File: config.mk
export PLATFORM = sky130hd
export DESIGN_NAME = periph_top
export DESIGN_NICKNAME = d
export VERILOG_FILES = /design/src/logic/periph_pkg.sv /design/src/logic/periph_apb_ctrl.sv /design/src/logic/periph_gpio.sv /design/src/logic/periph_ram.sv /design/src/logic/periph_top.sv /design/src/logic/periph_uart_tx.sv
export SDC_FILE = /design/constraint.sdc
export NUM_CORES = 2
export LEC_CHECK = 0
export BUFFER_PORTS_ARGS = -buffer_cell sky130_fd_sc_hd__buf_2
export CAP_MARGIN = 0
export CORE_UTILIZATION = 35
export DETAILED_ROUTE_END_ITERATION = 8
export PLACE_DENSITY = 0.5
export SETUP_SLACK_MARGIN = 0.05
export SYNTH_ARGS = -nofsm -noshare
export SYNTH_HDL_FRONTEND = slang
export SYNTH_SLANG_ARGS = --single-unit
File: constraint.sdc
create_clock -name clk_i -period 3.6 [get_ports clk_i]
set_input_delay 0.72 -clock clk_i [delete_from_list [all_inputs] [get_ports clk_i]]
set_output_delay 0.72 -clock clk_i [all_outputs]
set_load 0.05 [all_outputs]
File: src/logic/periph_pkg.sv
/*
 * Peripheral subsystem package.
 * Bus and data widths, the APB register map and the shared width types.
 */

`default_nettype none

package periph_pkg;

  // bus widths
  localparam int unsigned APB_AW = 12;
  localparam int unsigned APB_DW = 32;
  localparam int unsigned UART_DW = 8;
  localparam int unsigned RAM_IDX_W = 6;

  typedef logic [APB_AW-1:0]    apb_addr_t;
  typedef logic [APB_DW-1:0]    apb_data_t;
  typedef logic [UART_DW-1:0]   uart_byte_t;
  typedef logic [RAM_IDX_W-1:0] ram_idx_t;

  // scratch RAM window, one word per index
  localparam apb_addr_t RAM_BASE = 12'h000;
  localparam apb_addr_t RAM_LAST = 12'h0FC;

  // GPIO bank
  localparam apb_addr_t GPIO_OUT_ADDR = 12'h100;
  localparam apb_addr_t GPIO_OE_ADDR  = 12'h104;
  localparam apb_addr_t GPIO_IN_ADDR  = 12'h108;

  // UART transmitter, status bit 0 is busy
  localparam apb_addr_t UART_DATA_ADDR   = 12'h200;
  localparam apb_addr_t UART_STATUS_ADDR = 12'h204;

endpackage

`default_nettype wire

File: src/logic/periph_apb_ctrl.sv
/*
 * APB completer for the peripheral subsystem.
 * Decodes the address map, stalls UART writes while the transmitter
 * is busy, flags bad accesses and muxes read data.
 */

`timescale 1ns/1ps
`default_nettype none

module periph_apb_ctrl #(
  parameter int unsigned NUM_GPIOS = 16
) (
  input  logic                   clk_i,
  input  logic                   arst_n_i,
  // APB completer
  input  logic                   psel_i,
  input  logic                   penable_i,
  input  logic                   pwrite_i,
  input  periph_pkg::apb_addr_t  paddr_i,
  input  periph_pkg::apb_data_t  pwdata_i,
  output periph_pkg::apb_data_t  prdata_o,
  output logic                   pready_o,
  output logic                   pslverr_o,
  // scratch RAM
  output logic                   ram_req_o,
  output logic                   ram_we_o,
  output periph_pkg::ram_idx_t   ram_idx_o,
  output periph_pkg::apb_data_t  ram_wdata_o,
  input  periph_pkg::apb_data_t  ram_rdata_i,
  // GPIO bank
  output logic                   gpio_out_we_o,
  output logic                   gpio_oe_we_o,
  output logic [NUM_GPIOS-1:0]   gpio_wdata_o,
  input  logic [NUM_GPIOS-1:0]   gpio_out_q_i,
  input  logic [NUM_GPIOS-1:0]   gpio_oe_q_i,
  input  logic [NUM_GPIOS-1:0]   gpio_in_sync_i,
  // UART transmitter
  output logic                   tx_start_o,
  output periph_pkg::uart_byte_t tx_data_o,
  input  logic                   tx_busy_i
);

  import periph_pkg::*;

  logic ram_hit, out_hit, oe_hit, in_hit, data_hit, stat_hit;
  logic unmapped, acc_err;
  logic setup, access, stall, wr_ok;

  // region decode
  assign ram_hit  = (paddr_i >= RAM_BASE) && (paddr_i <= RAM_LAST);
  assign out_hit  = (paddr_i == GPIO_OUT_ADDR);
  assign oe_hit   = (paddr_i == GPIO_OE_ADDR);
  assign in_hit   = (paddr_i == GPIO_IN_ADDR);
  assign data_hit = (paddr_i == UART_DATA_ADDR);
  assign stat_hit = (paddr_i == UART_STATUS_ADDR);

  assign unmapped = !(ram_hit || out_hit || oe_hit || in_hit || data_hit || stat_hit);
  // read-only registers and the write-only data port
  assign acc_err  = unmapped || (pwrite_i && (in_hit || stat_hit)) || (!pwrite_i && data_hit);

  assign setup  = psel_i && !penable_i;
  assign access = psel_i && penable_i;
  // only back-pressure in the map
  assign stall  = data_hit && pwrite_i && tx_busy_i;
  assign wr_ok  = access && pwrite_i && !acc_err && !stall;

  assign pready_o  = access && !stall;
  assign pslverr_o = access && acc_err;

  // RAM read is issued in setup so data lands in the access phase
  assign ram_req_o   = setup && ram_hit;
  assign ram_we_o    = pwrite_i;
  assign ram_idx_o   = ram_idx_t'(paddr_i >> 2);
  assign ram_wdata_o = pwdata_i;

  assign gpio_out_we_o = wr_ok && out_hit;
  assign gpio_oe_we_o  = wr_ok && oe_hit;
  assign gpio_wdata_o  = pwdata_i[NUM_GPIOS-1:0];

  assign tx_start_o = wr_ok && data_hit;
  assign tx_data_o  = pwdata_i[UART_DW-1:0];

  // read mux, GPIO values zero-extended
  always_comb begin
    prdata_o = '0;
    if (ram_hit) begin
      prdata_o = ram_rdata_i;
    end else if (out_hit) begin
      prdata_o = apb_data_t'(gpio_out_q_i);
    end else if (oe_hit) begin
      prdata_o = apb_data_t'(gpio_oe_q_i);
    end else if (in_hit) begin
      prdata_o = apb_data_t'(gpio_in_sync_i);
    end else if (stat_hit) begin
      prdata_o = apb_data_t'(tx_busy_i);
    end
  end

  // completion only ever follows a setup or a stalled access
  a_pready_access : assert property (
    @(posedge clk_i) disable iff (!arst_n_i)
    pready_o |-> $past(psel_i && (!penable_i || !pready_o))
  );

  // a start must find the transmitter idle and make it busy
  a_start_idle : assert property (
    @(posedge clk_i) disable iff (!arst_n_i)
    tx_start_o |-> !tx_busy_i ##1 tx_busy_i
  );

endmodule

`default_nettype wire

File: src/logic/periph_gpio.sv
/*
 * GPIO bank with output and output-enable registers.
 * Pin inputs pass through a two-flop synchronizer.
 */

`timescale 1ns/1ps
`default_nettype none

module periph_gpio #(
  parameter int unsigned NUM_GPIOS = 16
) (
  input  logic                 clk_i,
  input  logic                 arst_n_i,
  input  logic                 out_we_i,
  input  logic                 oe_we_i,
  input  logic [NUM_GPIOS-1:0] wdata_i,
  input  logic [NUM_GPIOS-1:0] gpio_i,
  output logic [NUM_GPIOS-1:0] gpio_o,
  output logic [NUM_GPIOS-1:0] gpio_oe_o,
  output logic [NUM_GPIOS-1:0] in_sync_o
);

  logic [NUM_GPIOS-1:0] in_meta;

  // output and enable registers
  always_ff @(posedge clk_i or negedge arst_n_i) begin
    if (!arst_n_i) begin
      gpio_o    <= '0;
      gpio_oe_o <= '0;
    end else begin
      if (out_we_i) begin
        gpio_o <= wdata_i;
      end
      if (oe_we_i) begin
        gpio_oe_o <= wdata_i;
      end
    end
  end

  // first stage may go metastable, second one settles it
  always_ff @(posedge clk_i or negedge arst_n_i) begin
    if (!arst_n_i) begin
      in_meta   <= '0;
      in_sync_o <= '0;
    end else begin
      in_meta   <= gpio_i;
      in_sync_o <= in_meta;
    end
  end

endmodule

`default_nettype wire

File: src/logic/periph_ram.sv
/*
 * Scratch word memory, 64 entries.
 * Writes on request, otherwise registers the read word for the next cycle.
 */

`timescale 1ns/1ps
`default_nettype none

module periph_ram (
  input  logic                  clk_i,
  input  logic                  req_i,
  input  logic                  we_i,
  input  periph_pkg::ram_idx_t  idx_i,
  input  periph_pkg::apb_data_t wdata_i,
  output periph_pkg::apb_data_t rdata_o
);

  import periph_pkg::*;

  localparam int unsigned DEPTH = 2 ** RAM_IDX_W;

  apb_data_t mem [DEPTH];

  // single port, read and write are exclusive
  always_ff @(posedge clk_i) begin
    if (req_i) begin
      if (we_i) begin
        mem[idx_i] <= wdata_i;
      end else begin
        rdata_o <= mem[idx_i];
      end
    end
  end

  // an unknown index would corrupt or read an arbitrary word
  a_idx_known : assert property (
    @(posedge clk_i)
    req_i |-> !$isunknown(idx_i) && !$isunknown(we_i)
  );

endmodule

`default_nettype wire

File: src/logic/periph_top.sv
/*
 * Peripheral subsystem top.
 * APB decoder in front of scratch RAM, GPIO bank and UART transmitter.
 */

`timescale 1ns/1ps
`default_nettype none

module periph_top #(
  parameter int unsigned NUM_GPIOS    = 16,
  parameter int unsigned CLKS_PER_BIT = 8
) (
  input  logic                  clk_i,
  input  logic                  arst_n_i,
  // APB completer
  input  logic                  psel_i,
  input  logic                  penable_i,
  input  logic                  pwrite_i,
  input  periph_pkg::apb_addr_t paddr_i,
  input  periph_pkg::apb_data_t pwdata_i,
  output periph_pkg::apb_data_t prdata_o,
  output logic                  pready_o,
  output logic                  pslverr_o,
  // pins
  input  logic [NUM_GPIOS-1:0]  gpio_i,
  output logic [NUM_GPIOS-1:0]  gpio_o,
  output logic [NUM_GPIOS-1:0]  gpio_oe_o,
  output logic                  txd_o
);

  import periph_pkg::*;

  logic                 ram_req, ram_we;
  ram_idx_t             ram_idx;
  apb_data_t            ram_wdata, ram_rdata;
  logic                 gpio_out_we, gpio_oe_we;
  logic [NUM_GPIOS-1:0] gpio_wdata, gpio_in_sync;
  logic                 tx_start, tx_busy;
  uart_byte_t           tx_data;

  periph_apb_ctrl #(
    .NUM_GPIOS (NUM_GPIOS)
  ) u_ctrl (
    .clk_i          (clk_i),
    .arst_n_i       (arst_n_i),
    .psel_i         (psel_i),
    .penable_i      (penable_i),
    .pwrite_i       (pwrite_i),
    .paddr_i        (paddr_i),
    .pwdata_i       (pwdata_i),
    .prdata_o       (prdata_o),
    .pready_o       (pready_o),
    .pslverr_o      (pslverr_o),
    .ram_req_o      (ram_req),
    .ram_we_o       (ram_we),
    .ram_idx_o      (ram_idx),
    .ram_wdata_o    (ram_wdata),
    .ram_rdata_i    (ram_rdata),
    .gpio_out_we_o  (gpio_out_we),
    .gpio_oe_we_o   (gpio_oe_we),
    .gpio_wdata_o   (gpio_wdata),
    .gpio_out_q_i   (gpio_o),
    .gpio_oe_q_i    (gpio_oe_o),
    .gpio_in_sync_i (gpio_in_sync),
    .tx_start_o     (tx_start),
    .tx_data_o      (tx_data),
    .tx_busy_i      (tx_busy)
  );

  periph_ram u_ram (
    .clk_i   (clk_i),
    .req_i   (ram_req),
    .we_i    (ram_we),
    .idx_i   (ram_idx),
    .wdata_i (ram_wdata),
    .rdata_o (ram_rdata)
  );

  periph_gpio #(
    .NUM_GPIOS (NUM_GPIOS)
  ) u_gpio (
    .clk_i     (clk_i),
    .arst_n_i  (arst_n_i),
    .out_we_i  (gpio_out_we),
    .oe_we_i   (gpio_oe_we),
    .wdata_i   (gpio_wdata),
    .gpio_i    (gpio_i),
    .gpio_o    (gpio_o),
    .gpio_oe_o (gpio_oe_o),
    .in_sync_o (gpio_in_sync)
  );

  periph_uart_tx #(
    .CLKS_PER_BIT (CLKS_PER_BIT)
  ) u_uart_tx (
    .clk_i      (clk_i),
    .arst_n_i   (arst_n_i),
    .tx_start_i (tx_start),
    .tx_data_i  (tx_data),
    .busy_o     (tx_busy),
    .txd_o      (txd_o)
  );

endmodule

`default_nettype wire

File: src/logic/periph_uart_tx.sv
/*
 * Transmit-only UART, 8N1, line idles high.
 * A baud counter times each bit, a bit counter walks the shift register.
 */

`timescale 1ns/1ps
`default_nettype none

module periph_uart_tx #(
  parameter int unsigned CLKS_PER_BIT = 8
) (
  input  logic                   clk_i,
  input  logic                   arst_n_i,
  input  logic                   tx_start_i,
  input  periph_pkg::uart_byte_t tx_data_i,
  output logic                   busy_o,
  output logic                   txd_o
);

  import periph_pkg::*;

  localparam int unsigned CW = (CLKS_PER_BIT > 1) ? $clog2(CLKS_PER_BIT) : 1;

  typedef enum logic [1:0] {
    IDLE,
    START,
    DATA,
    STOP
  } tx_state_e;

  tx_state_e  state_q;
  logic [CW-1:0] baud_cnt;
  logic [2:0]    bit_cnt;
  uart_byte_t    shift_q;
  logic          bit_end;

  assign bit_end = (baud_cnt == CW'(CLKS_PER_BIT - 1));
  assign busy_o  = (state_q != IDLE);

  always_ff @(posedge clk_i or negedge arst_n_i) begin
    if (!arst_n_i) begin
      state_q  <= IDLE;
      baud_cnt <= '0;
      bit_cnt  <= '0;
      txd_o    <= 1'b1;
    end else begin
      baud_cnt <= (state_q == IDLE || bit_end) ? '0 : baud_cnt + 1'b1;
      unique case (state_q)
        IDLE: begin
          if (tx_start_i) begin
            state_q <= START;
            txd_o   <= 1'b0;
          end
        end
        START: begin
          if (bit_end) begin
            state_q <= DATA;
            bit_cnt <= '0;
            txd_o   <= shift_q[0];
          end
        end
        DATA: begin
          if (bit_end) begin
            bit_cnt <= bit_cnt + 1'b1;
            // lsb first, stop bit after the eighth
            if (bit_cnt == 3'd7) begin
              state_q <= STOP;
              txd_o   <= 1'b1;
            end else begin
              txd_o <= shift_q[1];
            end
          end
        end
        STOP: begin
          if (bit_end) begin
            state_q <= IDLE;
          end
        end
        default: state_q <= IDLE;
      endcase
    end
  end

  // payload shift register
  always_ff @(posedge clk_i) begin
    if (state_q == IDLE && tx_start_i) begin
      shift_q <= tx_data_i;
    end else if (state_q == DATA && bit_end) begin
      shift_q <= shift_q >> 1;
    end
  end

  a_idle_high : assert property (
    @(posedge clk_i) disable iff (!arst_n_i)
    (state_q == IDLE) |-> txd_o
  );

  // the APB side must hold off while a frame is on the line
  a_no_start_busy : assert property (
    @(posedge clk_i) disable iff (!arst_n_i)
    tx_start_i |-> (state_q == IDLE)
  );

endmodule

`default_nettype wire

# --- Word-level counts from Yosys, hierarchy flattened ---
# Memory sizes are Yosys's and may differ from the RTL's. A register that Yosys moved wholly into a read port is not among the register bits.
# Index checks and enable logic that the tools add are counted.
word_totals:
  reg_bits: 81
  latchBits: 0
  ramBits: 2048
  mem_bits_ro: 0
  input_bits: 65
  output_inout_bits: 67
  wordCells: 96
  n_memories: 1
mem_list:
  columns: ["name", "words", "word_bits", "rd", "rd_clocked_by_memory_dff", "wr", "line", "rtl"]
  rows:
  - ["u_ram.mem", 64, 32, 1, 1, 1, "periph_ram.sv:22", "apb_data_t mem [DEPTH];"]
op_classes:
  n_addsub: 2
  mul: 0
  n_div: 0
  n_lt_le_gt_ge: 2
  eq_ne: 15
  n_shift: 0
  muxes: 25
  n_bitwise: 1
  n_reduce_logical: 41
ops:
  columns: ["cell", "count"]
  rows:
  - ["32-bit two-way mux", 4]
  - ["12-bit by 9-bit == test with 1-bit output, second input constant", 3]
  - ["12-bit by 10-bit == test with 1-bit output, second input constant", 2]
  - ["1-bit logical AND", 18]
  - ["8-bit two-way mux", 2]
  - ["12-bit by 1-bit greater-or-equal comparator with 1-bit output, second input constant", 1]
  - ["12-bit by 8-bit <= comparator with 1-bit output, second input constant", 1]
  - ["2-bit two-way mux", 5]
  - ["2-bit by 1-bit inequality test with 1-bit output, second input constant", 5]
  - ["1-bit logical OR", 9]
  - ["3-bit two-way mux", 3]
  - ["1-bit two-way mux", 8]
  - ["2-bit one-hot mux with 4 select lines", 1]
  - ["3-bit by 1-bit adder with 3-bit output, second input constant", 2]
  - ["3-bit == test, second input constant", 2]
  - ["3-bit one-hot mux with 2 select lines", 1]
  - ["2-bit nonzero test", 3]
  - ["1-bit logical NOT", 5]
  - ["5-bit AND reduction", 1]
  - ["2-bit == test, second input constant", 2]
  - ["4-bit AND reduction", 1]
  - ["1-bit one-hot mux with 3 select lines", 1]
  - ["3-bit AND reduction", 1]
  - ["3-bit nonzero test", 1]
  - ["other kinds (4)", 4]

# --- Logic depth before layout (Yosys ltp) ---
logic_depth:
  word_depth: 16
  mapped_depth: 9
  ltp_nobuf: 7

# --- By module ---
# Synthesis repeated with hierarchy kept, for this count alone.
hier_totals:
  cells_unflattened: 4803
  hier_area_um2: 82935.8
by_module_without_submodules:
  columns: ["mod", "instances", "cells_each", "area_each_um2", "seq_area_each_um2"]
  rows:
  - ["periph_ram", 1, 4436, 78496.5, 62459.9]
  - ["periph_gpio", 1, 100, 2099.5, 1601.5]
  - ["periph_apb_ctrl", 1, 197, 1367.6, 0.0]
  - ["periph_uart_tx", 1, 70, 972.2, 466.7]

# --- Least setup slack after synthesis ---
# Ideal clock, no wire load.
synth_timing:
  path_kind: "in2reg"
  start: "in paddr_i[3]"
  end: "mem u_ram.mem[59][0] (netlist name) (enable)"
  setup_ps: 421
  arrival_ps: 3511
  required_time_ps: 3179
  path_slack_ps: -332
  cell_stages: 6
  n_path_buf: 4
  path_cell_list: "buf_2 -> clkbuf_1 -> clkbuf_1 -> buf_1 -> nand3_1 -> nor2_1"
synth_via:
  elab_chain_cells: 5
  elab_cells_between_ends: 6
  classes_between: "2 x order compare; 2 x mux; 2 x reduce/logical"
synth_lines:
  columns: ["element", "line", "rtl"]
  rows:
  - ["start, declared", "periph_top.sv:19", "input periph_pkg::apb_addr_t paddr_i,"]
  - ["12-bit by 1-bit greater-or-equal comparator with 1-bit output / 12-bit by 8-bit <= comparator with 1-bit output (equally long branches)", "periph_apb_ctrl.sv:50", "assign ram_hit = (paddr_i >= RAM_BASE) && (paddr_i <= RAM_LAST);"]
  - ["1-bit logical AND", "periph_apb_ctrl.sv:50", null]
  - ["1-bit logical AND", "periph_apb_ctrl.sv:71", "assign ram_req_o = setup && ram_hit;"]
  - ["1-bit two-way mux", "periph_ram.sv:26", "if (req_i) begin"]
  - ["1-bit two-way mux (not written as such)", "periph_ram.sv:28", "mem[idx_i] <= wdata_i;"]
  - ["end, declared", "periph_ram.sv:22", null]
# Parallel ways exist; a longest one is shown, timed or not.

# --- Worst setup path after layout ---
layout_timing:
  start: "in paddr_i[7]"
  end: "out prdata_o[15]"
layout_via:
  elab_chain_cells: 5
  elab_cells_between_ends: 10
  classes_between: "2 x order compare; 3 x eq/ne; 4 x mux; 1 x reduce/logical"
layout_lines:
  columns: ["element", "line", "rtl"]
  rows:
  - ["parallel branches: the longest is 4 deep, another holds 12-bit by 1-bit greater-or-equal comparator with 1-bit output", null, null]
  - ["32-bit two-way mux *", "periph_apb_ctrl.sv:86", "if (ram_hit) begin"]
  - ["end, declared", "periph_top.sv:21", "output periph_pkg::apb_data_t prdata_o,"]
# Mark *: on every way between the ends.

==> results.md <==
- Syn_area_per_cell: approximately 23 µm²
- Hpwl dp: 158,000 µm
- Min-delay src: pwdata_i[2]
- Area share of the largest cell type after synthesis: 0.771
- Power Dens Cells: 529 mW/mm²
- Setup TNS: 0 ns
- Die W: 484 µm
- Vias in the first global route: 41,300
- Status: finished clean
- First-pass GRT wire length: 359,000 µm
- Rows: 176
- Period minus WS final: approximately 3.4 ns
- Async S/R FF share, synth: 0.0338
- Worst Max-Slew Pin Slew: 1.20 ns
- Unrepaired setup endpoints after global routing: no
- Fillcell total: 19,800
- Max Cap Viol: 0
- Residual DRC count: 0
- Synth Warn #: 0
- EDFF count, synth: around 2,100
- Clock buffer count from CTS: 218
- Endpoint type of the worst setup path: output pin
- Root buffer cell: clkbuf_16
- Input/output buffers: 131
- Core area: around 0.23 mm²
- Final setup viols: 0
- Area leader, netlist: edfxtp_1
- Worst endpoint required time: 2.88 ns
- CP Launch Type: primary input
- Hold Crit Class: in -> reg
- Drt total wl: around 260,000 µm
- Die height: 484 µm
- Library cells used by synthesis: 53
- Worst-path clk slew: 0.06 ns
- Postcts setup bufs: 0
- Initial antenna violation count: 21
- Crit path max fanout: 17
- Worst reg2reg endpoint: u_gpio.gpio_o[6]$_DFFE_PN0P_
- ANT nets after route: 0
- Critical Path Source: paddr_i[7]
- Slew Limit Fails: 0
- Peak VDD IR: 0.393 mV
- Reg2reg start: u_uart_tx.state_q[0]$_DFFE_PN0P_
- First-pass detailed-route iteration total: 6
- Area grow syn2layout: 19.5%
- Final hold vios: 0
- Final worst slack: 0.243 ns
- Classification of the worst setup path: in -> out
- Syn_nets: 3,594
- Initial Utilization: 0.353
- Period utilisation layout: 0.933
- Commonest non-fill, non-tap cell in the layout: edfxtp_1
- Via count of the routed design: 41,600
- TritonCTS clock tree: yes
- 1st-iter DRT viols: 5,068
- Htree depth: 4
- Max clock buf depth: 3
- Post-place setup slack: around 0.19 ns
- Yosys reg bits: 2,161
- Die ar.: between 0.2 and 0.25 mm²
- Clk sinks: 2,161
- Largest cells by area after synthesis: edfxtp_1 (77%), mux4_2 (14%), a22oi_1 (2.3%), dfrtp_1 (2.2%), clkbuf_1 (0.56%)
- Placer congestion estimate: 0.802
- Routed WL per cell: 36.5 µm
- Overflow after GRT: 0
- Clk_lat worst skew: 0.87 ns
- Layout cell share with drive strength beyond 1: 0.336
- Synth Instances: 3,520
- Fin nets: 4,102
- Highest-count cells in the layout ignoring fill and taps: edfxtp_1 (2,088), mux4_2 (511), a22oi_1 (245)
- Vias/cell: 5.74
- Post-synthesis sequential area ratio: 0.793
- Clock skew: around 0.05 ns
- Lkg Pwr: slightly above 30 nW
- Max-slew headroom: 0.202
- Achievable Freq: 298 MHz
- Reg2reg path depth: 7
- CP endpoint: prdata_o[15]
- Global-route usage over all layers: 0.225
- Top_reg_cell synth: edfxtp_1
- Cell area after synthesis: 0.0813 mm²
- Internal reg-to-reg setup slack: 1.28 ns
- Largest net degree at the start of global routing: 97
- Io pins: between 100 and 150
- WP data arrival: 2.64 ns
==> metrics by stage <==
stage               hold slack (ns)  utilization  total power [mW]  cell area (µm²)  std cells
floorplan                     0.331            -              29.2            81400       3520
global route                  0.222        0.422              52.9            97200       7243
finish                        0.263        0.422              51.4            97200       7249
detailed placement            0.335        0.391              30.2            90300       6817
CTS                           0.220        0.422              51.9            97200       7240
global placement              0.332        0.391              30.2            90300       6817
==> cells in the mapped netlist (7+ instances only) <==
cell type,number
mux4_2,511
clkbuf_1,121
mux2_1,10
a22oi_1,245
ha_1,9
mux2_2,33
and2_1,16
nand2_1,58
dfrtp_1,72
or2_2,30
edfxtp_1,2088
nor2b_1,11
nor3b_1,7
nor2_1,79
nand3_1,8
nand4_1,60
buf_2,56
buf_1,11
a222oi_1,16
==> worst min-delay path by stage <==
stage,to,slack [ns],depth (start not counted)
finish,u_gpio.gpio_oe_o[2]$_DFFE_PN0P_,0.26,2
global route,u_ram.mem[45][6]$_DFFE_PP_,0.22,1
CTS,u_ram.mem[45][6]$_DFFE_PP_,0.22,1
detailed placement,u_gpio.in_sync_o[13]$_DFF_PN0_,0.33,0
global placement,u_gpio.in_sync_o[8]$_DFF_PN0_,0.33,0
floorplan,u_gpio.in_sync_o[0]$_DFF_PN0_,0.33,0
==> power breakdown <==
group	switching, mW	internal (mW)
logic	1.26	0.803
registers	0.00847	27.6
clock network	9.71	12.0
total	11.0	40.4
==> flip-flops by register name, indices dropped and copies added, names as in the netlist <==
signal and count:
u_gpio.gpio_oe_o 16, u_uart_tx.txd_o 1, u_ram.rdata_o 32, u_uart_tx.shift_q 8, u_ram.mem 2048, u_uart_tx.state_q 2
u_uart_tx.baud_cnt 3, u_gpio.gpio_o 16, u_uart_tx.bit_cnt 3, u_gpio.in_meta 16, u_gpio.in_sync_o 16
==> cell type report <==
type,count,area (µm²),area share
tap,3026,3790,0.0389
clock buffer,288,5790,0.0596
timing repair buffer,478,5540,0.0570
sequential,2161,64500,0.664
antenna,9,22.5,0.000232
inverter,6,22.5,0.000232
multi-input combinational,1163,16500,0.170
clock inverter,118,993,0.0102
==> worst max-delay path, stage by stage <==
cell and delay, ns:
buf_2 0.16, nor4_4 0.42, buf_4 0.22, nand3_2 0.16, nor4_4 0.30, buf_12 0.19
a222oi_1 0.10, nand2_1 0.09, buf_2 0.26
==> kinds of logic after synthesis <==
| kind of cell | count (synthesis) | share of synthesized area |
|---|---|---|
| XOR/XNOR | 1 | 0.000108 |
| AO/OA/AOI/OAI | 294 | 0.0275 |
| adder cells (fa/ha/maj) | 9 | 0.00138 |
| flip-flops | 2161 | 0.793 |
| buffers and inverters | 196 | 0.0100 |
| AND/OR/NAND/NOR | 301 | 0.0197 |
| multiplexers | 558 | 0.148 |
==> layer usage <==
| layer | up-vias | GRT usage | part of all wire |
|---|---|---|---|
| met1 | 23200 | 0.319 | 0.43 |
| met5 | - | 0 | 0 |
| met4 | 0 | 0.0469 | 0.020 |
| met2 | 1855 | 0.361 | 0.48 |
| met3 | 305 | 0.0410 | 0.075 |
| li1 | 16200 | - | - |
==> timing repair <==
action,4_1_cts,5_1_grt
endpoints found under the hold margin,75,0
hold buffers,17,0
resized for setup,0,0
Note: power is estimated with default switching activity, not from simulation.
